File: config.mk
export PLATFORM = sky130hd
export DESIGN_NAME = coreTop
export DESIGN_NICKNAME = d
export VERILOG_FILES = /design/src/coreDefs.sv /design/src/instrDecoder.sv /design/src/regFile.sv /design/src/aluUnit.sv /design/src/execUnit.sv /design/src/memArbiter.sv /design/src/coreTop.sv
export SDC_FILE = /design/constraint.sdc
export NUM_CORES = 2
export LEC_CHECK = 0
export ABC_CLOCK_PERIOD_IN_PS = 7500
export BUFFER_PORTS_ARGS = -buffer_cell sky130_fd_sc_hd__buf_2
export CORE_UTILIZATION = 25
export DETAILED_ROUTE_END_ITERATION = 16
export GPL_TIMING_DRIVEN = 1
export PLACE_DENSITY_LB_ADDON = 0.12
export SKIP_LAST_GASP = 1
export SLEW_MARGIN = 5
export SYNTH_ARGS = -nofsm -noshare
export SYNTH_HDL_FRONTEND = slang
export SYNTH_SLANG_ARGS = --single-unit
File: constraint.sdc
create_clock -name clock -period 7.5 [get_ports clock]
set_input_delay 1.125 -clock clock [delete_from_list [all_inputs] [get_ports clock]]
set_output_delay 1.125 -clock clock [all_outputs]
set_load 0.02 [all_outputs]
File: src/coreDefs.sv
// Shared definitions for the core, the RTL and the testbench
// Instruction fields, opcode values and the ALU operation type

package coreDefs;

	localparam int DataWidth = 32;
	localparam int RegCount = 16;
	localparam int RegIdWidth = 4;

	// Instruction fields
	localparam int OpcodeLsb = 28;
	localparam int OpcodeWidth = 4;
	localparam int RdLsb = 24;
	localparam int RsLsb = 20;
	localparam int RtLsb = 16;
	localparam int ImmWidth = 16; // Low bits, sign-extended

	localparam logic [OpcodeWidth-1:0] OpAdd = 4'h0;
	localparam logic [OpcodeWidth-1:0] OpSub = 4'h1;
	localparam logic [OpcodeWidth-1:0] OpAnd = 4'h2;
	localparam logic [OpcodeWidth-1:0] OpOr = 4'h3;
	localparam logic [OpcodeWidth-1:0] OpXor = 4'h4;
	localparam logic [OpcodeWidth-1:0] OpAddi = 4'h5;
	localparam logic [OpcodeWidth-1:0] OpLd = 4'h6;
	localparam logic [OpcodeWidth-1:0] OpSt = 4'h7;
	localparam logic [OpcodeWidth-1:0] OpBeq = 4'h8;
	localparam logic [OpcodeWidth-1:0] OpHalt = 4'hF;

	// ADD r0,r0,r0 doubles as the bubble
	localparam logic [DataWidth-1:0] NopWord = '0;

	typedef enum logic [2:0] {
		AluAdd,
		AluSub,
		AluAnd,
		AluOr,
		AluXor,
		AluPassB
	} AluOp;

endpackage

File: src/instrDecoder.sv
// Instruction decoder for the ID stage
// Pure combinational, splits one word into fields and control flags

`timescale 1ns/1ps

module instrDecoder import coreDefs::*; (
	input  logic [DataWidth-1:0]  instr,
	output logic [RegIdWidth-1:0] rd,
	output logic [RegIdWidth-1:0] rs,
	output logic [RegIdWidth-1:0] rt,
	output logic [DataWidth-1:0]  imm,
	output AluOp                  aluOp,
	output logic                  writesReg,
	output logic                  isLoad,
	output logic                  isStore,
	output logic                  isBranch,
	output logic                  isHalt,
	output logic                  useImm
);

	logic [OpcodeWidth-1:0] opcode;

	assign opcode = instr[OpcodeLsb +: OpcodeWidth];
	assign rd = instr[RdLsb +: RegIdWidth];
	assign rs = instr[RsLsb +: RegIdWidth];
	assign imm = {{(DataWidth-ImmWidth){instr[ImmWidth-1]}}, instr[ImmWidth-1:0]};

	assign writesReg = opcode inside {OpAdd, OpSub, OpAnd, OpOr, OpXor, OpAddi, OpLd};
	assign isLoad = (opcode == OpLd);
	assign isStore = (opcode == OpSt);
	assign isBranch = (opcode == OpBeq);
	assign isHalt = (opcode == OpHalt);
	assign useImm = opcode inside {OpAddi, OpLd, OpSt}; // Address or addend from imm

	// Store data and compare operand both live in the rd field
	assign rt = (isStore || isBranch) ? rd : instr[RtLsb +: RegIdWidth];

	always_comb
	begin
		case (opcode)
			OpSub, OpBeq: aluOp = AluSub;
			OpAnd:        aluOp = AluAnd;
			OpOr:         aluOp = AluOr;
			OpXor:        aluOp = AluXor;
			OpHalt:       aluOp = AluPassB; // Result never written
			default:      aluOp = AluAdd;   // ADD, ADDI, LD, ST and unknown
		endcase
	end

endmodule

File: src/regFile.sv
// Register file, 16 words, two read ports and one write port
// A write in the same cycle is visible on the read ports

`timescale 1ns/1ps

module regFile import coreDefs::*; (
	input  logic                  clock,
	input  logic                  reset,
	input  logic [RegIdWidth-1:0] readIdA,
	input  logic [RegIdWidth-1:0] readIdB,
	output logic [DataWidth-1:0]  readDataA,
	output logic [DataWidth-1:0]  readDataB,
	input  logic [RegIdWidth-1:0] writeId,
	input  logic [DataWidth-1:0]  writeData,
	input  logic                  writeEnable
);

	logic [DataWidth-1:0] regs [RegCount];

	function automatic logic [DataWidth-1:0] readReg(input logic [RegIdWidth-1:0] id);
		if (id == '0)
			return '0; // r0 is hardwired
		if (writeEnable && (writeId == id))
			return writeData; // Bypass from EX2
		return regs[id];
	endfunction

	always_ff @(posedge clock)
	begin
		if (reset)
		begin
			for (int i = 0; i < RegCount; i++)
				regs[i] <= '0;
		end
		else if (writeEnable)
			regs[writeId] <= writeData;
	end

	always_comb
	begin
		readDataA = readReg(readIdA);
		readDataB = readReg(readIdB);
	end

endmodule

File: src/aluUnit.sv
// Integer ALU used in EX1
// Also forms load/store addresses and the BEQ compare

`timescale 1ns/1ps

module aluUnit import coreDefs::*; (
	input  logic [DataWidth-1:0] operandA,
	input  logic [DataWidth-1:0] operandB,
	input  AluOp                 aluOp,
	output logic [DataWidth-1:0] result,
	output logic                 equal
);

	always_comb
	begin
		case (aluOp)
			AluAdd:   result = operandA + operandB;
			AluSub:   result = operandA - operandB;
			AluAnd:   result = operandA & operandB;
			AluOr:    result = operandA | operandB;
			AluXor:   result = operandA ^ operandB;
			AluPassB: result = operandB;
			default:  result = operandA + operandB;
		endcase
	end

	// BEQ compares rs against rd, independent of the op
	assign equal = (operandA == operandB);

endmodule

File: src/execUnit.sv
// Four-stage pipeline IF, ID, EX1, EX2 with hold, interlock and branch flush
// Talks to memory through separate fetch and data request ports

`timescale 1ns/1ps

module execUnit import coreDefs::*; #(
	parameter logic [DataWidth-1:0] ResetPc = '0
) (
	input  logic                 clock,
	input  logic                 reset,
	output logic [DataWidth-1:0] fetchAddr,
	output logic                 fetchReq,
	input  logic [DataWidth-1:0] fetchData,
	input  logic                 fetchReady,
	output logic [DataWidth-1:0] dataAddr,
	output logic [DataWidth-1:0] dataWriteData,
	output logic                 dataRead,
	output logic                 dataWrite,
	input  logic [DataWidth-1:0] dataReadData,
	input  logic                 dataReady,
	output logic                 halted
);

	logic [DataWidth-1:0] pc;
	logic [DataWidth-1:0] nextPc;
	logic fetchGot; // Word arrived while IF was held
	logic [DataWidth-1:0] fetchBuf;
	logic [DataWidth-1:0] ifWord;

	logic idValid;
	logic [DataWidth-1:0] idPc;
	logic [DataWidth-1:0] idInstr;
	logic [RegIdWidth-1:0] idRd;
	logic [RegIdWidth-1:0] idRs;
	logic [RegIdWidth-1:0] idRt;
	logic [DataWidth-1:0] idImm;
	logic [DataWidth-1:0] idValA;
	logic [DataWidth-1:0] idValB;
	AluOp idAluOp;
	logic idWritesReg;
	logic idIsLoad;
	logic idIsStore;
	logic idIsBranch;
	logic idIsHalt;
	logic idUseImm;

	logic ex1Valid;
	logic [DataWidth-1:0] ex1Pc;
	logic [RegIdWidth-1:0] ex1Rd;
	logic [DataWidth-1:0] ex1Imm;
	logic [DataWidth-1:0] ex1ValA;
	logic [DataWidth-1:0] ex1ValB;
	AluOp ex1AluOp;
	logic ex1WritesReg;
	logic ex1IsLoad;
	logic ex1IsStore;
	logic ex1IsBranch;
	logic ex1IsHalt;
	logic ex1UseImm;
	logic [DataWidth-1:0] aluResult;
	logic aluEqual;

	logic ex2Valid;
	logic [RegIdWidth-1:0] ex2Rd;
	logic ex2WritesReg;
	logic ex2IsLoad;
	logic ex2IsStore;
	logic [DataWidth-1:0] ex2Result;
	logic [DataWidth-1:0] ex2StoreData;
	logic dataGot; // Data phase done, waiting on a fetch
	logic [DataWidth-1:0] dataBuf;
	logic [DataWidth-1:0] writeValue;
	logic writeEnable;

	logic fetchWait;
	logic dataWait;
	logic globalHold;
	logic interlock;
	logic frontAdvance;
	logic branchTaken;
	logic [1:0] flushMask; // Bit 1 kills IF, bit 0 kills ID
	logic haltEnter;

	instrDecoder decoder (
		.instr(idInstr), .rd(idRd), .rs(idRs), .rt(idRt), .imm(idImm), .aluOp(idAluOp),
		.writesReg(idWritesReg), .isLoad(idIsLoad), .isStore(idIsStore),
		.isBranch(idIsBranch), .isHalt(idIsHalt), .useImm(idUseImm)
	);

	regFile regs (
		.clock(clock), .reset(reset), .readIdA(idRs), .readIdB(idRt),
		.readDataA(idValA), .readDataB(idValB), .writeId(ex2Rd),
		.writeData(writeValue), .writeEnable(writeEnable)
	);

	aluUnit alu (
		.operandA(ex1ValA), .operandB(ex1UseImm ? ex1Imm : ex1ValB), .aluOp(ex1AluOp),
		.result(aluResult), .equal(aluEqual)
	);

	assign ifWord = fetchGot ? fetchBuf : fetchData;
	assign fetchWait = !fetchGot && !fetchReady;
	assign dataWait = ex2Valid && (ex2IsLoad || ex2IsStore) && !dataGot && !dataReady;
	assign globalHold = halted || fetchWait || dataWait; // Freezes every stage

	// BEQ writes no register, so a taken branch never meets the interlock
	assign interlock = idValid && ex1Valid && ex1WritesReg && (ex1Rd != '0) &&
		((idRs == ex1Rd) || (idRt == ex1Rd));
	assign frontAdvance = !globalHold && !interlock;
	assign branchTaken = ex1Valid && ex1IsBranch && aluEqual;
	assign flushMask = {2{branchTaken}};
	assign nextPc = branchTaken ? ex1Pc + (ex1Imm << 2) : pc + 4;
	assign haltEnter = ex1Valid && ex1IsHalt && !globalHold;

	assign writeValue = !ex2IsLoad ? ex2Result : (dataGot ? dataBuf : dataReadData);
	assign writeEnable = ex2Valid && ex2WritesReg && !globalHold;
	assign fetchAddr = pc;
	assign dataAddr = ex2Result;
	assign dataWriteData = ex2StoreData;

	always_ff @(posedge clock)
	begin
		if (reset)
		begin
			pc <= ResetPc;
			fetchReq <= 1'b0;
			fetchGot <= 1'b0;
			idValid <= 1'b0;
			ex1Valid <= 1'b0;
			ex2Valid <= 1'b0;
			dataRead <= 1'b0;
			dataWrite <= 1'b0;
			dataGot <= 1'b0;
			halted <= 1'b0;
		end
		else
		begin
			halted <= halted || haltEnter;
			if (frontAdvance)
			begin
				pc <= nextPc;
				idValid <= !flushMask[1];
			end
			if (haltEnter || halted)
				fetchReq <= 1'b0; // No fetch after HALT
			else if (frontAdvance)
				fetchReq <= 1'b1; // Next PC goes out next cycle
			else if (fetchReady)
				fetchReq <= 1'b0;
			else if (!fetchGot)
				fetchReq <= 1'b1;
			if (frontAdvance)
				fetchGot <= 1'b0;
			else if (fetchReady)
				fetchGot <= 1'b1;
			if (!globalHold)
			begin
				ex1Valid <= idValid && !interlock && !flushMask[0]; // Bubble or flush
				ex2Valid <= ex1Valid;
				dataRead <= ex1Valid && ex1IsLoad;
				dataWrite <= ex1Valid && ex1IsStore;
				dataGot <= 1'b0;
			end
			else if (dataReady)
			begin
				dataRead <= 1'b0;
				dataWrite <= 1'b0;
				dataGot <= 1'b1;
			end
		end
	end

	always_ff @(posedge clock)
	begin
		if (fetchReady)
			fetchBuf <= fetchData;
		if (dataReady)
			dataBuf <= dataReadData;
		if (frontAdvance)
		begin
			idInstr <= ifWord;
			idPc <= pc;
		end
		if (!globalHold)
		begin
			ex1Pc <= idPc;
			ex1Rd <= idRd;
			ex1Imm <= idImm;
			ex1ValA <= idValA;
			ex1ValB <= idValB;
			ex1AluOp <= idAluOp;
			ex1WritesReg <= idWritesReg;
			ex1IsLoad <= idIsLoad;
			ex1IsStore <= idIsStore;
			ex1IsBranch <= idIsBranch;
			ex1IsHalt <= idIsHalt;
			ex1UseImm <= idUseImm;
			ex2Rd <= ex1Rd;
			ex2WritesReg <= ex1WritesReg;
			ex2IsLoad <= ex1IsLoad;
			ex2IsStore <= ex1IsStore;
			ex2Result <= aluResult; // ALU value or address
			ex2StoreData <= ex1ValB;
		end
	end

endmodule

File: src/memArbiter.sv
// Shares the external memory bus between instruction fetch and data access
// Data wins a tie, and an open request keeps the bus until memReady

`timescale 1ns/1ps

module memArbiter import coreDefs::*; (
	input  logic                 clock,
	input  logic                 reset,
	input  logic [DataWidth-1:0] fetchAddr,
	input  logic                 fetchReq,
	output logic [DataWidth-1:0] fetchData,
	output logic                 fetchReady,
	input  logic [DataWidth-1:0] dataAddr,
	input  logic [DataWidth-1:0] dataWriteData,
	input  logic                 dataRead,
	input  logic                 dataWrite,
	output logic [DataWidth-1:0] dataReadData,
	output logic                 dataReady,
	output logic [DataWidth-1:0] memAddr,
	output logic [DataWidth-1:0] memWriteData,
	output logic                 memRead,
	output logic                 memWrite,
	input  logic [DataWidth-1:0] memReadData,
	input  logic                 memReady
);

	logic busy;      // Request open on the bus
	logic grantData; // Owner of the open request
	logic dataReq;
	logic pickData;

	assign dataReq = dataRead || dataWrite;
	assign pickData = busy ? grantData : dataReq; // Locked while busy

	assign memAddr = pickData ? dataAddr : fetchAddr;
	assign memWriteData = dataWriteData;
	assign memRead = pickData ? dataRead : fetchReq;
	assign memWrite = pickData && dataWrite;

	// Read data is shared, only the owner sees ready
	assign fetchReady = memReady && !pickData;
	assign dataReady = memReady && pickData;
	assign fetchData = memReadData;
	assign dataReadData = memReadData;

	always_ff @(posedge clock)
	begin
		if (reset)
		begin
			busy <= 1'b0;
			grantData <= 1'b0;
		end
		else
		begin
			busy <= (memRead || memWrite) && !memReady;
			grantData <= pickData;
		end
	end

endmodule

File: src/coreTop.sv
// Core top level, pipeline plus bus arbiter on one external memory bus
// ResetPc sets the first fetch address

`timescale 1ns/1ps

module coreTop import coreDefs::*; #(
	parameter logic [DataWidth-1:0] ResetPc = '0
) (
	input  logic                 clock,
	input  logic                 reset,
	output logic [DataWidth-1:0] memAddr,
	output logic [DataWidth-1:0] memWriteData,
	output logic                 memRead,
	output logic                 memWrite,
	input  logic [DataWidth-1:0] memReadData,
	input  logic                 memReady,
	output logic                 halted
);

	logic [DataWidth-1:0] fetchAddr;
	logic fetchReq;
	logic [DataWidth-1:0] fetchData;
	logic fetchReady;
	logic [DataWidth-1:0] dataAddr;
	logic [DataWidth-1:0] dataWriteData;
	logic dataRead;
	logic dataWrite;
	logic [DataWidth-1:0] dataReadData;
	logic dataReady;

	execUnit #(.ResetPc(ResetPc)) core (
		.clock(clock), .reset(reset),
		.fetchAddr(fetchAddr), .fetchReq(fetchReq),
		.fetchData(fetchData), .fetchReady(fetchReady),
		.dataAddr(dataAddr), .dataWriteData(dataWriteData),
		.dataRead(dataRead), .dataWrite(dataWrite),
		.dataReadData(dataReadData), .dataReady(dataReady),
		.halted(halted)
	);

	memArbiter arbiter (
		.clock(clock), .reset(reset),
		.fetchAddr(fetchAddr), .fetchReq(fetchReq),
		.fetchData(fetchData), .fetchReady(fetchReady),
		.dataAddr(dataAddr), .dataWriteData(dataWriteData),
		.dataRead(dataRead), .dataWrite(dataWrite),
		.dataReadData(dataReadData), .dataReady(dataReady),
		.memAddr(memAddr), .memWriteData(memWriteData),
		.memRead(memRead), .memWrite(memWrite),
		.memReadData(memReadData), .memReady(memReady)
	);

endmodule

==> reports/qor.csv <==
stage,metric,value,unit
layout,fin_util,28.9,%
worst_setup_path,r2r_cells,11,
power,power_density,334,mW/mm^2
worst_setup_path,cp_slowest_cell,nor4_1,
route,via_per_inst,4.94,
synth,syn_inst,4239,
worst_setup_path,cp.depth,11,
worst_setup_path,cp-start-kind,flop,
floorplan,die_h,445,um
worst_setup_path,critPathArrivalTime,6.02,ns
worst_setup_path,r2r_start,core.ex1UseImm,
clocking,cts-root-buf,clkbuf_16,
power,leakage,20.5,nW
clocking,clk_path_buf_depth,3,
layout,area_delta_synth_final,14.7,%
clocking,cts_sinks,883,
worst_setup_path,r2r_setup_slack,2.11,ns
worst_setup_path,path_class,flop to flop,
global_route,grt_overflow_total,0,
synth,synth.net_count,4427,
worst_setup_path,worstPathRequired,8.13,ns
run,cap_violations,0,
place,dp_cells,6740,
route,route.detailed.drc,0,
sta,setup_ws,2.11,ns
worst_setup_path,crit_chain,clkinv_1 -> a21oi_1 -> ha_1 -> nor4_1 -> nand3_1 -> or3_1 -> buf_4 -> a21o_1 -> a21oi_1 -> o21ai_0 -> o31a_1,
sta,setup_viol,0,
global_route,grt_pass1_vias,33500,
sta,fin_crit_sh,71.9,%
sta,rsz0062_at_grt,no,
synth,yosys_warnings,0,
global_route,grtUsageTotal,18.3,%
synth,synth_cell_type_count,87,
place,place_hpwl,130000,um
sta,post-route-min-period,5.39,ns
global_route,grt_max_degree,139,
synth,async_reset_ff_share,0,%
floorplan,fp-row-count,162,
worst_setup_path,endpoint,core.fetchAddr[31],
global_route,antenna_found_initial,17,
clocking,post_cts_buffers,0,
floorplan,initial_core_util,25.2,%
power,fin_total_pwr,0.0188,W
sta,timing.fmax,0.185,GHz
clocking,clk_latency,0.77,ns
clocking,ctsHoldBuffers,0,
floorplan,die_area,0.198,sq mm
sta,slew_violations,0,
sta,skew,0.0433,ns
sta,final_hold_viol_count,0,
worst_setup_path,crit_buf_inv,2,
layout,layout-drive-gt1-share,18.4,%
floorplan,die_w,445,um
route,wire_per_inst,26.7,um
clocking,cts.clk_slew.worst_paths,0.06,ns
route,vias,34300,
status,status,finished clean,
floorplan,core-area,0.195,sq mm
route,routed_wirelength,185000,um
sta,finalSetupTns,0,ns
route,drt-initial-drc-count,3199,
clocking,cts_buffers,110,
worst_setup_path,critPathTopFamily,simple AND/OR/NAND/NOR gates,
global_route,grt_pass1_wl,260000,um
synth,synth_edf_count,836,
layout,finalNetCount,4416,
layout,final_cell_count_no_fill,6948,
clocking,h-tree-depth,3,
worst_setup_path,slowest_delay,0.94,ns
sta,slew_headroom,19.0,%
place,port_buffers,101,
hold_path,hold_path_class,flop to flop,
synth,synth_seq_cells,883,
worst_setup_path,cp_common_cell,a21oi_1,
worst_setup_path,cp-end-kind,flop,
worst_setup_path,path_max_fanout,38,
synth,synth_area,0.0490,sq mm
synth,synth_flop_cell,edfxtp_1,
route,final_antenna_net_count,0,
route,first_pass_iters,7,
place,place.gp.congestion,0.838,
synth,synth_area_per_cell,11.6,sq um
worst_setup_path,r2r-end,core.fetchAddr[31],
worst_setup_path,worstSetupStartpoint,core.ex1UseImm,
power,peakVddDrop,196,uV
sta,tightest_slew,1.21,ns
place,pre_cts_ws,2.11,ns
synth,seq_area_frac_synth,53.1,%
clocking,cts.repair.resized,0,
clocking,cts_tree,built,
floorplan,pin_count,102,
## power by group
part           leakage [nW]  internal [W]  switching (W)
Clock                  1.78       0.00325        0.00229
Combinational          9.80       0.00226        0.00431
Sequential             8.87       0.00605       0.000638
Total                  20.5        0.0116        0.00723
## area by class of cell
type                       count  area [sq um]
inverter                     125           484
antenna                        3          7.51
multi-input combinational   2915         21500
timing repair buffer         193          1260
sequential                   883         26100
clock buffer                 134          2880
fill                       20000        139000
clock inverter                71           802
tap                         2624          3280
## placed cells by master (no fill, tap or decap), types with 13 or more instances in the layout
cell / instances
buf_2: 101
nand2_1: 215
xnor2_1: 60
nor3_1: 41
nand3_1: 30
a211oi_1: 23
o21ai_1: 36
nand2_2: 13
a21o_1: 26
clkbuf_16: 111
mux2_2: 194
clkinv_1: 25
o31ai_1: 14
nor2b_1: 23
clkinv_2: 17
o211ai_1: 138
edfxtp_1: 836
nand4_1: 18
mux4_2: 160
nand2b_1: 24
nand2b_2: 16
bufinv_16: 15
ha_1: 150
inv_1: 121
buf_4: 87
o21bai_1: 16
o21ai_0: 158
a21oi_1: 276
xor2_1: 22
clkbuf_1: 21
o22ai_1: 17
dfxtp_1: 41
nor2_1: 791
mux2i_1: 194
nor4_1: 13
## per-layer routing
metal / vias to the layer above / wire (um) / track usage, %
li1: 15700 / - / -
met1: 17600 / 87100 / 26.2
met2: 813 / 86000 / 29.4
met3: 190 / 8450 / 2.44
met4: 6 / 3650 / 3.93
met5: - / 42 / 0
## synthesized netlist by cell type, types with 14 or more instances
library cell    n  area [sq um]
xnor2_1        60           526
o21ai_0       162           811
xor2_1         22           193
dfxtp_1        47           941
inv_1         123           462
nand2_1       228           856
o211ai_1      138          1040
mux2i_1       195          1950
buf_2          37           185
a21o_1         26           195
clkbuf_1      240           901
buf_1          35           131
nor2b_1        24           150
nor4_1         15          93.8
ha_1          150          1880
nor3_1         42           210
mux2_2        194          2180
a211oi_1       23           173
nand4_1        18           113
o22ai_1        17           106
o31ai_1        14           105
a21oi_1       276          1380
nand2b_1       40           250
nand3_1        34           170
o21bai_1       16           120
nor2_1        792          2970
mux4_2        160          3600
edfxtp_1      836         25100
o21ai_1        40           200
## stage by stage
| step | hold slack (ns) | area (sq um) |
|---|---|---|
| CTS | 0.413 | 56200 |
| detailed placement | 0.405 | 52500 |
| finish | 0.416 | 56200 |
| global placement | 0.401 | 52500 |
| floorplan | 0.400 | 49000 |
| global route | 0.422 | 56200 |
## kinds of logic after synthesis
group,Yosys count,share of synthesized area [%]
simple gates,1278,11.2
flops,883,53.1
compound gates,853,11.0
mux,549,15.8
buf+inv,441,3.54
fa+ha+maj,153,3.95
xor+xnor,82,1.47
## worst min path at each step
stage	from	to	slack, ns	depth (start not counted)
2_1_floorplan	core.idInstr[0]	core.ex1Imm[0]	0.40	0
3_3_place_gp	core.idPc[16]	core.ex1Pc[16]	0.40	0
3_5_place_dp	core.idPc[12]	core.ex1Pc[12]	0.40	0
4_1_cts	core.idPc[16]	core.ex1Pc[16]	0.41	0
5_1_grt	core.idPc[12]	core.ex1Pc[12]	0.42	0
6_report	core.idPc[16]	core.ex1Pc[16]	0.42	0
## state kept, by name, summed over array words and instances (netlist names), 3 cells and up, named ones only
register / flops
core.dataWriteData: 32
core.idInstr: 32
core.ex1AluOp: 3
core.ex1ValA: 32
core.ex1Imm: 16
core.idPc: 32
core.fetchAddr: 32
core.ex2Rd: 4
core.fetchBuf: 32
core.ex1Rd: 4
core.regs.regs: 512
core.ex1Pc: 32
core.dataBuf: 32
core.ex1ValB: 32
core.dataAddr: 32
Note: power is estimated with default switching activity, not from simulation.
